**config.mk**
```make
export PLATFORM = sky130hd
export DESIGN_NAME = mips_result
export DESIGN_NICKNAME = d
export VERILOG_FILES = /design/src/mips_pkg.sv /design/src/mips_result.sv
export SDC_FILE = /design/constraint.sdc
export NUM_CORES = 1
export LEC_CHECK = 0
export BUFFER_PORTS_ARGS = -buffer_cell sky130_fd_sc_hd__buf_2
export CAP_MARGIN = 10
export CORE_AREA = 2 2 85 87
export CTS_BUF_LIST = sky130_fd_sc_hd__clkbuf_4
export CTS_CLUSTER_DIAMETER = 60
export DETAILED_ROUTE_END_ITERATION = 7
export DIE_AREA = 0 0 87 89
export GPL_TIMING_DRIVEN = 0
export PLACE_DENSITY = 0.85
export SLEW_MARGIN = 10
export SYNTH_ARGS = -nofsm -noshare
export SYNTH_HDL_FRONTEND = slang
export SYNTH_SLANG_ARGS = --single-unit
```
**constraint.sdc**
```tcl
create_clock -name clk -period 6.4 [get_ports clk]
set_input_delay 0.64 -clock clk [delete_from_list [all_inputs] [get_ports clk]]
set_output_delay 0.64 -clock clk [all_outputs]
set_load 0.01 [all_outputs]
```
**src/mips_pkg.sv**
```systemverilog
package mips_pkg;

    // basic data types shared by every block
    typedef logic [31:0] word_t;
    typedef logic [4:0] reg_addr_t;

    // primary opcode field, bits 31:26
    typedef enum logic [5:0] {
        op_special = 6'b000000,
        op_regimm  = 6'b000001,
        op_lw      = 6'b100011,
        op_sw      = 6'b101011
    } opcode_t;

    // function field of special (r-type) words, bits 5:0
    typedef enum logic [5:0] {
        // sll r0, r0, 0 is the canonical all-zero nop
        fn_sll = 6'b000000,
        fn_jr  = 6'b001000
    } funct_t;

    // decoded instruction class, one per supported instruction
    typedef enum logic [2:0] {
        ctrl_nop,
        ctrl_load,
        ctrl_store,
        ctrl_bgez,
        ctrl_jr
    } ctrl_t;

    // first fetch address after reset
    // also the base address of the instruction memory
    localparam word_t reset_vector = 32'hbfc00000;

    // instruction memory depth in words
    localparam int imem_words = 4096;

    // word index width derived from the depth
    localparam int imem_index_bits = $clog2(imem_words);

    // a jump to this address stops the core
    localparam word_t halt_address = 32'h00000000;

    // rt field selector inside the regimm group
    // 00001 picks bgez, 00000 would be bltz
    localparam reg_addr_t regimm_bgez = 5'd1;

    // register count of the general purpose file
    localparam int num_regs = 32;

    // byte stride between consecutive instruction words
    localparam word_t instr_bytes = 32'd4;

endpackage

```
**src/mips_result.sv**
```systemverilog
module mips_result (
    input  logic                clk,
    input  logic                rst_n,
    input  mips_pkg::ctrl_t     ctrl,
    input  mips_pkg::reg_addr_t rt_reg,
    input  logic                taken,
    input  mips_pkg::word_t     target,
    // load data from the external memory in the same cycle
    input  mips_pkg::word_t     data_readdata,
    output mips_pkg::word_t     pc,
    output logic                wb_enable,
    output mips_pkg::reg_addr_t wb_reg,
    output mips_pkg::word_t     wb_data,
    output logic                data_read,
    output logic                data_write,
    output logic                active
);

    import mips_pkg::*;

    // marks the idle cycle right after reset
    logic  started;
    // first instruction executes in the cycle after the idle one
    logic  running;
    // sticky once a jump to the halt address completes
    logic  halted;
    // branch or jump waiting for its delay slot
    logic  pending;
    word_t pending_target;
    // current instruction really executes
    logic  executing;

    assign executing = running && !halted;
    assign active    = !halted;

    // memory strobes only while executing
    assign data_read  = executing && (ctrl == ctrl_load);
    assign data_write = executing && (ctrl == ctrl_store);

    // loads write rt at the end of the same cycle
    assign wb_enable = data_read && (rt_reg != '0);
    assign wb_reg    = rt_reg;
    assign wb_data   = data_readdata;

    always_ff @(posedge clk) begin
        if (!rst_n) begin
            pc      <= reset_vector;
            started <= 1'b0;
            running <= 1'b0;
            halted  <= 1'b0;
            pending <= 1'b0;
        end else if (!started) begin
            started <= 1'b1;
        end else if (!running) begin
            running <= 1'b1;
        end else if (!halted) begin
            if (pending) begin
                // take the stored destination once the delay slot is done
                pending <= 1'b0;
                pc      <= pending_target;
                if (pending_target == halt_address) begin
                    halted <= 1'b1;
                end
            end else begin
                pc <= pc + instr_bytes;
                pending <= taken;
            end
        end
    end

    // destination held over the delay slot
    always_ff @(posedge clk) begin
        if (executing && !pending && taken) begin
            pending_target <= target;
        end
    end

endmodule

```
==> impl_metrics.tcl <==
set metrics [dict create \
    grt_max_degree 14 \
    drt_iter0_markers 493 \
    cts_buffers 9 \
    core-area_um2 6720 \
    port_buffers 115 \
    cts_sinks 68 \
    cts_tree "built" \
    synthArstFlopShare 0 \
    final_common_cell "buf_2" \
    crit_fanout 13 \
    synth_top_area_frac 0.276 \
    power.share.clock 0.346 \
    synth_seq_area_share 0.482 \
    ant_nets 0 \
    grt_first_pass_wirelength_um 14800 \
    powerDensity_nw_per_um2 216 \
    syn2layout_area_growth_pct 24.8 \
    diodes 0 \
    syn_area_per_cell_um2 10.0 \
    drt-pass1-iter-count 6 \
    holdWs_ps 362 \
    start_kind "register" \
    drive_above_1_share 0.377 \
    tightestPinTransition_ps 923 \
    ctsResizeCount 0 \
    die_h_um 89 \
    pre_cts_slack_ps 3870 \
    maxSlewViolCount 0 \
    hold_path.class "input pin to register" \
    skew_ps 17.7 \
    slew_headroom 0.382 \
    rsz0062_at_grt "false" \
    io_pins 148 \
    grt-ovfl-total 0 \
    worstSetupEndpointType "register" \
    clk_path_buf_depth 2 \
    maxCapViolCount 0 \
    antenna_found_initial 0 \
    worst_ep_arrival_time_ps 2700 \
    ys_ff_latch 68 \
    die_x_um 87 \
    initial_core_util 0.519 \
    synth_cells 347 \
    yosys_warnings 0 \
    rows 30 \
    clk_latency_ps 420 \
    ys.flop_type "dfxtp_1" \
    max_freq_ghz 0.387 \
    synth_edf_count 32 \
    period_needed_ps 2580 \
    fin_ws_ps 3820 \
    wire_per_inst_um 17.5 \
    critical_path_required_ps 6520 \
    hold_viol 0 \
    root_buffer "clkbuf_4" \
    synth_top_cell_by_area "edfxtp_1" \
    p_total_uw 940 \
    grt_pass1_vias 2890 \
    synth_nets 423 \
    path_class "register to register" \
    htree_levels 3 \
    gp_congestion 0.993 \
    most-common-layout-cells "buf_2 (115), buf_4 (39), dfxtp_1 (36), edfxtp_1 (32), nand2_1 (26)" \
    hpwl_um 7300 \
    netlist_area_um2 3490 \
    cts_setup_buffers 0 \
    seqPwrFrac 0.526 \
    power.switching_uw 245 \
    intPower_uw 695 \
    cts_hold_repair.buffers 0 \
    grt_use_total 0.253 \
    drt-total-wl_um 9790 \
    routed_via_density 5.94 \
    irDropWorstVdd_mv 0.166 \
    drc 0 \
    die-area_um2 7740 \
    vias 3329 \
    clk_pin_slew_ps 120 \
    p_sw_frac 0.260 \
    synth_area_leaders "edfxtp_1 (28%), dfxtp_1 (21%), buf_4 (8.2%), mux2i_1 (4.9%), nand3_1 (2.9%)" \
    p_leak_nw 1.88 \
    final.setup.tns_ps 0 \
    p_comb_frac 0.128 \
    final_net_count 551 \
    synth.distinct_cells 50 \
    outcome "finished clean" \
    setup_viol 0 \
    fin_crit_sh 0.403 \
]
-- critical path: stages, from the launching register on --
cell      delay (ps)
dfxtp_1          350
clkbuf_1         260
clkbuf_1         360
nor3b_2          830
buf_6            260
buf_4            220
-- flip-flops by register name (all words and copies together), names as in the netlist --
register / cells
halted: 1
pending_target: 32
started: 1
pc: 32
running: 1
pending: 1
-- power by group through the flow --
stage,clock network (mW),registers (mW),logic [mW]
floorplan,0,0.502,0.0665
finish,0.326,0.494,0.120
global placement,0,0.503,0.115
global route,0.348,0.496,0.131
CTS,0.327,0.493,0.120
detailed placement,0,0.503,0.119
-- cell type report --
type	instances	area [um2]
Clock inverter	6	90.1
Inverter	5	18.8
Buffer	55	349
Clock buffer	10	75.1
Multi-Input combinational cell	219	1440
Timing Repair Buffer	117	594
Sequential cell	68	1680
Tap cell	80	100
Fill cell	548	2370
-- layer usage --
layer | wire (um) | vias to the layer above | GRT usage
li1 | - | 1533 | -
met1 | 3610 | 1509 | 0.336
met2 | 4670 | 257 | 0.409
met3 | 1330 | 30 | 0.0600
met4 | 189 | 0 | 0.0824
met5 | 0 | - | 0
-- final timing paths --
path / from / to / slack, ps / cells past startpoint
worst min register to register: pc[0] / pc[0] / 470 / 2
worst max-delay path: pending / pending_target[13] / 3820 / 5
worst min-delay path: rst_n / started / 360 / 1
worst max register to register: pending / pending_target[13] / 3820 / 5
-- kinds of logic after synthesis --
kind of cell | Yosys count | synth area share
simple gates | 122 | 0.200
flops | 68 | 0.482
buf+inv | 60 | 0.106
fa+ha+maj | 1 | 0.00359
mux | 17 | 0.0488
compound gates | 79 | 0.159
-- metrics by stage --
stage,utilization,instance area (um2),instances
2_1_floorplan,-,3490,347
3_3_place_gp,0.619,4160,542
3_5_place_dp,0.623,4190,544
4_1_cts,0.647,4350,560
5_1_grt,0.647,4350,560
6_report,0.647,4350,560
-- Yosys cell counts (5+ instances only) --
master	n
inv_1	5
nand4_1	5
nor2_1	17
o221ai_1	6
nand2_1	26
mux2i_1	17
clkbuf_1	16
o22ai_1	8
a21oi_1	12
buf_4	38
nand3_1	20
and2_1	6
o21ai_0	12
o21a_1	6
nor4_1	7
dfxtp_1	36
edfxtp_1	32
nor3_1	10
a22oi_1	12
and3_1	7
(Power assumes the default switching activity.)
