`src/mips_pkg.sv`:
```
package mips_pkg;

    // basic data types shared by every block
    typedef logic [31:0] word_t;
    typedef logic [4:0] reg_addr_t;

    // primary opcode field, bits 31:26
    typedef enum logic [5:0] {
        op_special = 6'b000000,
        op_regimm  = 6'b000001,
        op_lw      = 6'b100011,
        op_sw      = 6'b101011
    } opcode_t;

    // function field of special (r-type) words, bits 5:0
    typedef enum logic [5:0] {
        // sll r0, r0, 0 is the canonical all-zero nop
        fn_sll = 6'b000000,
        fn_jr  = 6'b001000
    } funct_t;

    // decoded instruction class, one per supported instruction
    typedef enum logic [2:0] {
        ctrl_nop,
        ctrl_load,
        ctrl_store,
        ctrl_bgez,
        ctrl_jr
    } ctrl_t;

    // first fetch address after reset
    // also the base address of the instruction memory
    localparam word_t reset_vector = 32'hbfc00000;

    // instruction memory depth in words
    localparam int imem_words = 4096;

    // word index width derived from the depth
    localparam int imem_index_bits = $clog2(imem_words);

    // a jump to this address stops the core
    localparam word_t halt_address = 32'h00000000;

    // rt field selector inside the regimm group
    // 00001 picks bgez, 00000 would be bltz
    localparam reg_addr_t regimm_bgez = 5'd1;

    // register count of the general purpose file
    localparam int num_regs = 32;

    // byte stride between consecutive instruction words
    localparam word_t instr_bytes = 32'd4;

endpackage

```
`src/mips_execute.sv`:
```
module mips_execute (
    // decoded class of the current instruction
    input  mips_pkg::ctrl_t ctrl,
    // address of the current instruction
    input  mips_pkg::word_t pc,
    input  mips_pkg::word_t rs_value,
    // sign extended immediate
    input  mips_pkg::word_t imm,
    // effective address for lw and sw
    output mips_pkg::word_t mem_address,
    // control transfer requested after the delay slot
    output logic            taken,
    // destination of the transfer
    output mips_pkg::word_t target
);

    import mips_pkg::*;

    // address of the instruction in the delay slot
    word_t delay_pc;

    // pc relative destination of a branch
    word_t branch_target;

    // bgez condition, sign bit clear
    logic rs_not_negative;

    // base register plus offset, no byte lanes
    assign mem_address = rs_value + imm;

    assign delay_pc = pc + instr_bytes;

    // offset counts words, relative to the delay slot
    assign branch_target = delay_pc + {imm[29:0], 2'b00};

    assign rs_not_negative = ~rs_value[31];

    always_comb begin
        taken  = 1'b0;
        target = branch_target;
        case (ctrl)
            ctrl_bgez: begin
                // zero counts as non-negative and branches
                taken = rs_not_negative;
            end
            ctrl_jr: begin
                // register indirect, always taken
                taken  = 1'b1;
                target = rs_value;
            end
            default: begin
                taken = 1'b0;
            end
        endcase
    end

endmodule

```
`config.mk`:
```
export PLATFORM = sky130hd
export DESIGN_NAME = mips_execute
export DESIGN_NICKNAME = d
export VERILOG_FILES = /design/src/mips_pkg.sv /design/src/mips_execute.sv
export SDC_FILE = /design/constraint.sdc
export NUM_CORES = 1
export LEC_CHECK = 0
export BUFFER_PORTS_ARGS = -buffer_cell sky130_fd_sc_hd__buf_2
export CAP_MARGIN = 10
export CORE_MARGIN = 2
export CORE_UTILIZATION = 50
export DETAILED_ROUTE_END_ITERATION = 10
export PLACE_DENSITY_LB_ADDON = 0.3
export SETUP_SLACK_MARGIN = 0.02
export SYNTH_ARGS = -nofsm -noshare
export SYNTH_HDL_FRONTEND = slang
export SYNTH_SLANG_ARGS = --single-unit
```
`constraint.sdc`:
```
create_clock -name vclk -period 7.5
set_input_delay 1.875 -clock vclk [all_inputs]
set_output_delay 1.875 -clock vclk [all_outputs]
set_load 0.03 [all_outputs]
```
==> results summary, run 1 <==
The number of iterations in the first detailed-routing pass is 4. The total wire length is 11,300 µm. Hold repair after CTS inserted 0 buffers. The final worst-path cycle share came out at ~88%. The via count came out at 4,442. The initial antenna violation count is 0.

The die is 92.4 µm tall. The violation count after the first detailed-routing iteration is roughly 140. The repair_antennas step left the layout with diodes totalling 0.

The final layout contains 871 nets. The final number of setup-violating endpoints is 0. Setup repair after global routing left no endpoint under its margin. Leaving out fill and tap cells, the most frequent cell in the layout is buf_2.

The residual antenna-violating net count after detailed routing is 0. The synthesis-to-finish area growth came out at 22.6%. Headroom to the max-slew limit came out at between 50% and 60%. The count of distinct cell types in the synthesized netlist is 63. The share of Yosys cell area claimed by the top area cell type is between 20% and 30%. The data arrival time of the critical path is 4.75 ns. The number of instances resized during post-cts repair came out at 0. The final routed DRC violation total is 0. The class of the most critical setup path is in -> out.

The flow ran to the end, and the final reports show no timing, DRC or antenna violations. The via count of the first global-routing pass came to around 4,200. The pin count of the biggest net entering global routing is 48. Summed over all instances, the cell type with the most area after synthesis is ha_1. VDD sags by at most around 0.08 mV.

The classification of the worst-slack hold path is in -> out. The share of layout cells above drive strength 1 is 29.9%. The number of post-CTS setup repair buffers is 0. The final critical path time including I/O delays and setup came out at about 6.6 ns.

The floorplan step defined a core boundary enclosing 7650 µm². The yosys synthesis warning count came out at 0. The count of boundary I/O pins came out at approximately 160. In this run the worst path has a maximum fanout of 4.

The aggregate global-route resource usage came out at around a quarter. The path with the worst hold slack has its endpoint at target[20]. The startpoint identified for the worst hold timing path is rs_value[20]. The count of input and output buffers is 164. The routed via count divided by cell count came out at roughly 5.7.

The sequential cell area is 0 µm². The wire length per cell after detailed routing is 14.4 µm. The sum of routed wire segments on met1 came out at a little under 5000 µm. The total power density per cell area is approximately 140 nW/µm². The number of endpoints with negative hold slack in the final report came out at 0. Timing would allow up to ~150 MHz. The critical path startpoint category is an input port.

The die width came out at between 90 and 100 µm. The sequential element share of the synthesized area is 0%. The max-slew violation count was 0. The clock buffer instance count of the final layout is 0. The mean instance size in the synthesized netlist came out at approximately 7.3 µm².

The total global routing overflow came out at 0. The worst setup path is captured at a primary output. The sequential cell count is 0. By area the synthesized netlist is led by ha_1 (28%), a21oi_1 (7.0%), xnor2_1 (6.1%).

The wire length of the first global-routing pass came out at between 15,000 and 20,000 µm. In the synthesized netlist, the number of instances is ~530. The max-cap violation count came out at 0.

The length of routed met3 wiring came out at 611 µm. The highest layer used for signal routing is met4. The placer's final routability congestion estimate came out at between 0.9 and 1. The sum of negative setup slack is 0 ns. After legalization and detailed placement, the total HPWL measured around 10000 µm. The die footprint is between 8000 and 9000 µm².

The number of placement rows is 32. Synthesis produced a netlist with a net count of approximately 720. The worst hold path stage count is 4.

Leaving out fill and tap cells, the most frequent cells in the layout are buf_2 (164), ha_1 (88), nand2_1 (60), a21oi_1 (55), o21ai_0 (45). The worst hold margin is 4.12 ns. The initial utilization of the core area, before any placement, comes to between 50% and 60%.

The worst-margin pin slew came out at ~0.7 ns. After synthesis the cells add up to slightly below 4000 µm². The routed design uses ~5600 µm of met2 wire. The analysis attributes to cell leakage a power of around 2.5 nW. At the worst endpoint, the required time is roughly 5.6 ns.
## report_power, final
part | switching, mW | internal (mW) | total (mW)
logic | 0.431 | 0.236 | 0.667
registers | 0 | 0 | 0
clock network | 0 | 0 | 0
total | 0.431 | 0.236 | 0.667
## metal layers
metal,vias to the layer above,GRT usage (%)
met5,-,0
met3,6,0.651
met2,151,47.9
met1,1995,32.7
met4,0,1.87
li1,2290,-
## stage by stage
stage / setup slack (ns) / cells / total power [mW] / area [µm²] / utilization, %
after floorplan: 0.996 / 532 / 0.489 / 3910 / -
after global placement: 0.925 / 782 / 0.657 / 4790 / 62.6
after detailed placement: 0.914 / 782 / 0.663 / 4790 / 62.6
after CTS: 0.886 / 782 / 0.667 / 4790 / 62.6
after global routing: 0.737 / 782 / 0.722 / 4790 / 62.6
final: 0.875 / 782 / 0.667 / 4790 / 62.6
## area by class of cell
type / count / area, µm²
Tap cell: 102 / 128
Inverter: 19 / 71.3
Multi-Input combinational cell: 496 / 3760
Timing Repair Buffer: 165 / 828
Fill cell: 743 / 2860
## synth_stat cells (10+ instances only)
cell type,number
ha_1,88
nor2_1,35
inv_1,19
nand2_1,60
clkbuf_1,13
a21oi_1,55
xor2_1,25
o21ai_0,45
xnor2_1,27
a21o_1,25
nand4_1,10
## worst max-delay path: stages
cell      delay [ns]
buf_2           0.12
ha_1            0.28
ha_1            0.24
fa_1            0.41
a21oi_1         0.21
o21ai_1         0.14
a221oi_2        0.42
o31a_4          0.25
o221ai_1        0.13
a21oi_1         0.19
xor2_1          0.22
o21ai_1         0.08
buf_2           0.19
## cells by family (layout without fill, tap and decap cells)
family,after synthesis,in the layout,synth area share [%]
AND/OR/NAND/NOR,141,141,16.6
multiplexers,6,6,1.70
buffers and inverters,36,184,3.87
AO/OA/AOI/OAI,207,207,37.0
adder cells (fa/ha/maj),90,90,29.2
XOR/XNOR,52,52,11.7
## worst max-delay path by stage
| stage | from | endpoint | slack [ns] | depth (start not counted) |
|---|---|---|---|---|
| after floorplan | pc[3] | target[27] | 1.0 | 11 |
| after global placement | imm[1] | target[29] | 0.92 | 13 |
| after detailed placement | imm[1] | target[23] | 0.91 | 13 |
| after CTS | imm[1] | target[23] | 0.89 | 13 |
| after global routing | imm[1] | target[29] | 0.74 | 13 |
| final | imm[1] | target[23] | 0.87 | 13 |
Note: power is estimated with default switching activity, not from simulation.
==> run 2, diff against run 1 <==
CORE_MARGIN = 1   (was 2)
CORE_UTILIZATION = 47   (was 50)
clock period = 5.75 ns   (was 7.5 ns; I/O delays follow)
==> run 2 against run 1 <==
- worst hold slack got worse by 0.88 ns
- design area is 0.71% higher
- final cell count up 0.51%
- critical endpoint is now target[29]
- largest power group unchanged
==> results summary, run 2 (synthesized netlist as in run 1, its figures left out) <==
The flow ran to the end, and the final reports show no timing, DRC or antenna violations. The total power density per cell area came out at between 150 and 200 nW/µm². The pin count of the biggest net entering global routing is 44. Cells with a size suffix above 1 make up 30.4% of the layout. The worst voltage drop across the vdd grid came out at approximately 0.11 mV. The part of the power in registers came out at 0%. The via count is 4,529. The final critical path time including I/O delays and setup is roughly 5.6 ns. The number of endpoints with negative hold slack in the final report came out at 0. The final routed DRC violation total came out at 0. Summed over all layers, the global routing overflow is 0.

The leakage power figure came out at between 2 and 2.5 nW. Overall power consumption after layout is estimated at 0.878 mW. The area growth from synthesis to layout is 23.4%. The signal on the critical path passes through buf_2 -> ha_1 -> ha_1 -> fa_1 -> a21oi_2 -> o21ai_1 -> a221oi_2 -> buf_4 -> o31a_4 -> o2111ai_1 -> a31oi_1 -> xor2_1 -> o21ai_1 -> buf_2. The library cells used most frequently in the layout, excluding fill and tap cells, are buf_2 (164), ha_1 (88), nand2_1 (60), a21oi_1 (54), o21ai_0 (45). After floorplanning, the core was divided into 32 placement rows. The placer's final routability congestion estimate is between 0.9 and 1.

Setup repair after global routing left no endpoint under its margin. Summing all placed instances gives a cell area of ~4800 µm². The number of iterations in the first detailed-routing pass came out at 5. At the pin with the least slew margin, the transition time is roughly 0.44 ns. The final number of setup-violating endpoints came out at 0. The die height came out at roughly 93 µm. The sum of met2 wire segment lengths after detailed routing came out at between 5000 and 6000 µm. The wire length of the first global-routing pass is ~19,000 µm. The worst endpoint required time came out at 4.31 ns. The final cell utilization of the core came out at between 60% and 70%. The combinational share of power is between 90% and 100%.

The clock share of power came out at 0%. The cell-internal power is slightly above 0.3 mW. The via count of the first global-routing pass came to approximately 4,300.

The startpoint identified for the worst hold timing path is rs_value[24]. Once detailed placement completed, the half-perimeter wirelength came to around 10,000 µm. The length of routed met3 wiring is between 600 and 700 µm.

The final layout contains 875 nets. The max-cap violation count came out at 0. The wire length per cell after detailed routing came out at 14.8 µm. The die footprint is about 8700 µm².

The initial antenna violation count was 0. For this design, the slowest cell found on the critical path is fa_1. The worst relative slew slack is 70.7%. Summing all multi-input logic gate instances after layout gives between 3000 and 4000 µm². The final design instance area without fill is roughly 4800 µm². The classification of the worst-slack hold path is in -> out. The routed via count divided by cell count came out at about 5.8. The max-slew violation count came out at 0.

0 antenna diodes ended up in the layout. The number of fill cells in the layout is approximately 740. From left edge to right edge, the die measures between 90 and 100 µm. The sequential cell area is 0 µm². The worst hold path was traced through 4 stages. The worst stage delay on the critical path is 0.42 ns. The sum of routed wire segments on met1 came out at approximately 5300 µm.

The maximum fanout count along the critical path is 4. The startpoint of the worst setup timing path is pc[3]. The violation count after the first detailed-routing iteration is roughly 220. Pin placement for this block handled 164 I/O pins. Hold repair after CTS inserted 0 buffers. For this run, the total global-route usage over all layers was measured as approximately a quarter. In this run the tool buffered the top-level ports with about 160 buffer cells. The core footprint came out at approximately 7900 µm². The final worst-path cycle share came out at 97.6%. STA classifies the critical path endpoint as a primary output.

The clock buffer instance count of the final layout is 0. The switching power total came out at between 0.5 and 0.6 mW. The worst setup path is launched from an input port. The data arrival time of the critical path came out at 4.17 ns. The total wire length came out at 11,600 µm.

The sum of negative setup slack came out at 0 ns. The most frequent standard cell in the layout excluding fill and tap cells is buf_2. Once the floorplan was initialized, standard cells occupied 49.5% of the core. The highest layer used for signal routing is met4. Of the total power, the share spent switching nets is between 60% and 70%. The maximum clock frequency is 178 MHz. The sequential cell count is 0. The class of the most critical setup path is in -> out.

The residual antenna-violating net count after detailed routing came out at 0.
-- run 2: power by group through the flow --
stage	logic, mW	registers, mW	clock network (mW)
after floorplan	0.638	0	0
after global placement	0.863	0	0
after detailed placement	0.870	0	0
after CTS	0.875	0	0
after global routing	0.951	0	0
final	0.878	0	0
-- run 2: cell type report --
class | count | share of cell area (%)
multi-input combinational | 496 | 78.1
timing repair buffer | 169 | 17.8
tap | 102 | 2.65
inverter | 19 | 1.48
-- run 2: repair_timing --
item | in CTS | in global routing
resized for setup | 0 | 1
buffers inserted | 0 | 1
endpoints found under the setup margin | 0 | 6
-- run 2: worst max-delay path, delay by kind of cell --
| family | cells | cell delay [ns] |
|---|---|---|
| AOI/OAI and AO/OA | 7 | 1.20 |
| adders and majority gates | 3 | 0.94 |
| buffers and inverters | 3 | 0.48 |
| xor gates and xnor gates | 1 | 0.09 |
-- run 2: path summary, 6_finish.rpt --
kind / end / slack, ns
worst max-delay path: target[29] / 0.14
worst min-delay path: target[24] / 3.24
-- run 2: through the flow --
stage          std cells  hold WS [ns]  setup WS [ns]
4_1_cts              785          3.24         0.0312
5_1_grt              786          3.26         0.0111
3_5_place_dp         785          3.24         0.0493
3_3_place_gp         785          3.24         0.0423
2_1_floorplan        532          3.10          0.121
6_report             786          3.24          0.139
-- run 2: routing by layer --
metal | vias to the layer above | track usage [%]
met1 | 2036 | 34.2
li1 | 2288 | -
met5 | - | 0
met3 | 18 | 1.46
met2 | 187 | 47.1
met4 | 0 | 4.10
==> run 3, diff against run 2 <==
==> constraint.sdc (replaced) <==
create_clock -name vclk -period 5.75
set_input_delay 0.8625 -clock vclk [all_inputs]
set_output_delay 0.8625 -clock vclk [all_outputs]
set_load 0.03 [all_outputs]
==> run 3 against run 2 <==
- setup slack better by 1.0 ns
- non-clock buffer count fell by 3
- final cell count fell by 0.38%
- sequential share of layout area did not move
- die area unchanged
- worst hold slack worse by 1.1 ns
- total power decreased by 0.52%
- via count down 2.2%
- maximum frequency increased by 22%
- flip-flop and latch count unchanged
- utilization is 0.33 points lower
- critical path type unchanged
- largest cell class unchanged
- largest power group unchanged
- highest routed layer unchanged
==> results summary, run 3 (synthesized netlist as in run 1, its figures left out) <==
The number of standard cells in the final layout excluding fillers is slightly below 800. The highest metal layer carrying signal wires in the routed design is met4. The initial antenna violation count is 0. The largest individual stage delay along the critical path comes from the cell fa_1. The violation count after the first detailed-routing iteration is 129.

STA classifies the critical path startpoint as an input port. The length of routed met3 wiring is ~630 µm. The number of iterations in the first detailed-routing pass is 4. The worst relative slew slack came out at about two thirds. In the final layout, the share of cells above drive strength 1 is 30.0%.

The sum of negative setup slack came out at 0 ns. The total power density per cell area came out at roughly 180 nW/µm². The worst stage delay on the critical path is about 0.42 ns. The max-cap violation count is 0. The initial core utilization came out at 49.5%. The total overflow left after global routing is 0.

Wires add up to 11,600 µm. The number of fill cells in the layout came out at 775. The leakage power figure is roughly 2.5 nW.

The maximum fanout count along the critical path came out at 4. The min-delay analysis places its worst path in the category in -> out. The region available for standard cell placement spans between 7000 and 8000 µm². The sum of met2 wire segment lengths after detailed routing came out at 5470 µm. After detailed routing, the wire length on met1 is 5360 µm. The wire length per cell after detailed routing came out at 14.8 µm. The maximum clock frequency came out at between 200 and 250 MHz.

Across the whole layout, storage elements account for 0 µm². The worst endpoint required time came out at a little under 5 ns. The clock buffer instance count of the final layout is 0.

The die covers approximately 8700 µm². The routed via count divided by cell count is about 5.7. For this run, the post-layout net count is around 870. By startpoint and endpoint, the worst setup path is classified as in -> out. The worst setup path is captured at a primary output. The library cell used most frequently in the layout, excluding fill and tap cells, is buf_2.

The number of endpoints with negative hold slack in the final report came out at 0. The number of placed cells counting well taps came out at approximately 780. The final number of setup-violating endpoints is 0. The max-slew violation count came out at 0. The number of hold-repair buffers added at the cts stage is 0. The via count came out at ~4,400. There are 0 flip-flops and latches. The final routed DRC violation total came out at 0.

The combined area of the multi-input logic cells is ~3800 µm². Input and output buffers added on the ports amount to ~160. The worst-margin pin slew came out at 0.518 ns. The flow ran to the end, and the final reports show no timing, DRC or antenna violations. 0 antenna diodes ended up in the layout. Once the clock tree was built, the setup fixing pass inserted 0 buffers. The number of instances resized during post-cts repair is 0. The via count of the first global-routing pass came out at 4,281.

The first global-routing pass estimated ~19,000 µm of wire. Across the VDD grid, the largest voltage drop is between 0.1 and 0.15 mV. The aggregate global-route resource usage is 26.1%. The synthesis-to-finish area growth is 22.8%. The data arrival time of the critical path is between 3 and 4 ns. In this run the horizontal extent of the chip is ~93 µm.

In this run the core area contains 32 standard-cell rows. The final critical path time including I/O delays and setup is 4.59 ns. The pin count of the biggest net entering global routing came out at 44. Leaving out fill and tap cells, the most frequent cells in the layout are buf_2 (164), ha_1 (88), nand2_1 (60), a21oi_1 (55), o21ai_0 (45). The placer's final routability congestion estimate is approximately 0.93. Setup repair after global routing left no endpoint under its margin. Detailed placement ended at an HPWL of between 10,000 and 15,000 µm. The final worst-path cycle share is between 70% and 80%. Traced cell by cell, the critical path runs through buf_2 -> ha_1 -> ha_1 -> fa_1 -> a21oi_1 -> o21ai_1 -> a221oi_2 -> o31a_4 -> nand2b_4 -> a31oi_4 -> xor2_1 -> o21ai_0 -> buf_2. The count of nets left with antenna violations once routing finished came out at 0.

During I/O placement, the number of pins put on the boundary was around 160. The die height came out at 93.2 µm.
## run 3: changes by cell type in the layout (fill, tap and decap cells not counted), sizes merged
cell  change
buf       -3
## run 3: critical path, delay by kind of cell
kind	cells	cell delay, ns
AO/OA/AOI/OAI	6	1.42
AND/OR/NAND/NOR	1	0.07
buffers and inverters	2	0.34
adder cells (fa/ha/maj)	3	0.94
XOR/XNOR	1	0.09
## run 3: stage by stage
stage | hold slack, ns | util [%] | total power [mW] | worst slack [ns] | instance area, µm²
floorplan | 1.95 | - | 0.638 | 1.27 | 3910
global placement | 2.09 | 60.8 | 0.861 | 1.19 | 4800
detailed placement | 2.09 | 60.8 | 0.868 | 1.19 | 4800
CTS | 2.10 | 60.8 | 0.872 | 1.18 | 4800
global route | 2.10 | 60.8 | 0.946 | 0.987 | 4800
finish | 2.09 | 60.8 | 0.873 | 1.16 | 4800
## run 3: area by class of cell
class / count / share of cell area, %
Timing Repair Buffer: 166 / 17.4
Inverter: 19 / 1.49
Tap cell: 102 / 2.66
Multi-Input combinational cell: 496 / 78.4
## run 3: metal layers
metal,track usage [%],up-vias
met1,34.8,1982
met4,3.72,0
met3,1.79,10
met5,0,-
li1,-,2289
met2,46.8,150
## run 3: path summary, 6_finish.rpt
kind | start | cells past startpoint | slack, ns | to
setup / recovery | imm[1] | 13 | 1.16 | target[27]
hold / removal | rs_value[24] | 4 | 2.09 | target[24]
## run 3: power breakdown
group / switching (mW) / total, mW / internal (mW)
Combinational: 0.564 / 0.873 / 0.309
Sequential: 0 / 0 / 0
Clock: 0 / 0 / 0
Total: 0.564 / 0.873 / 0.309
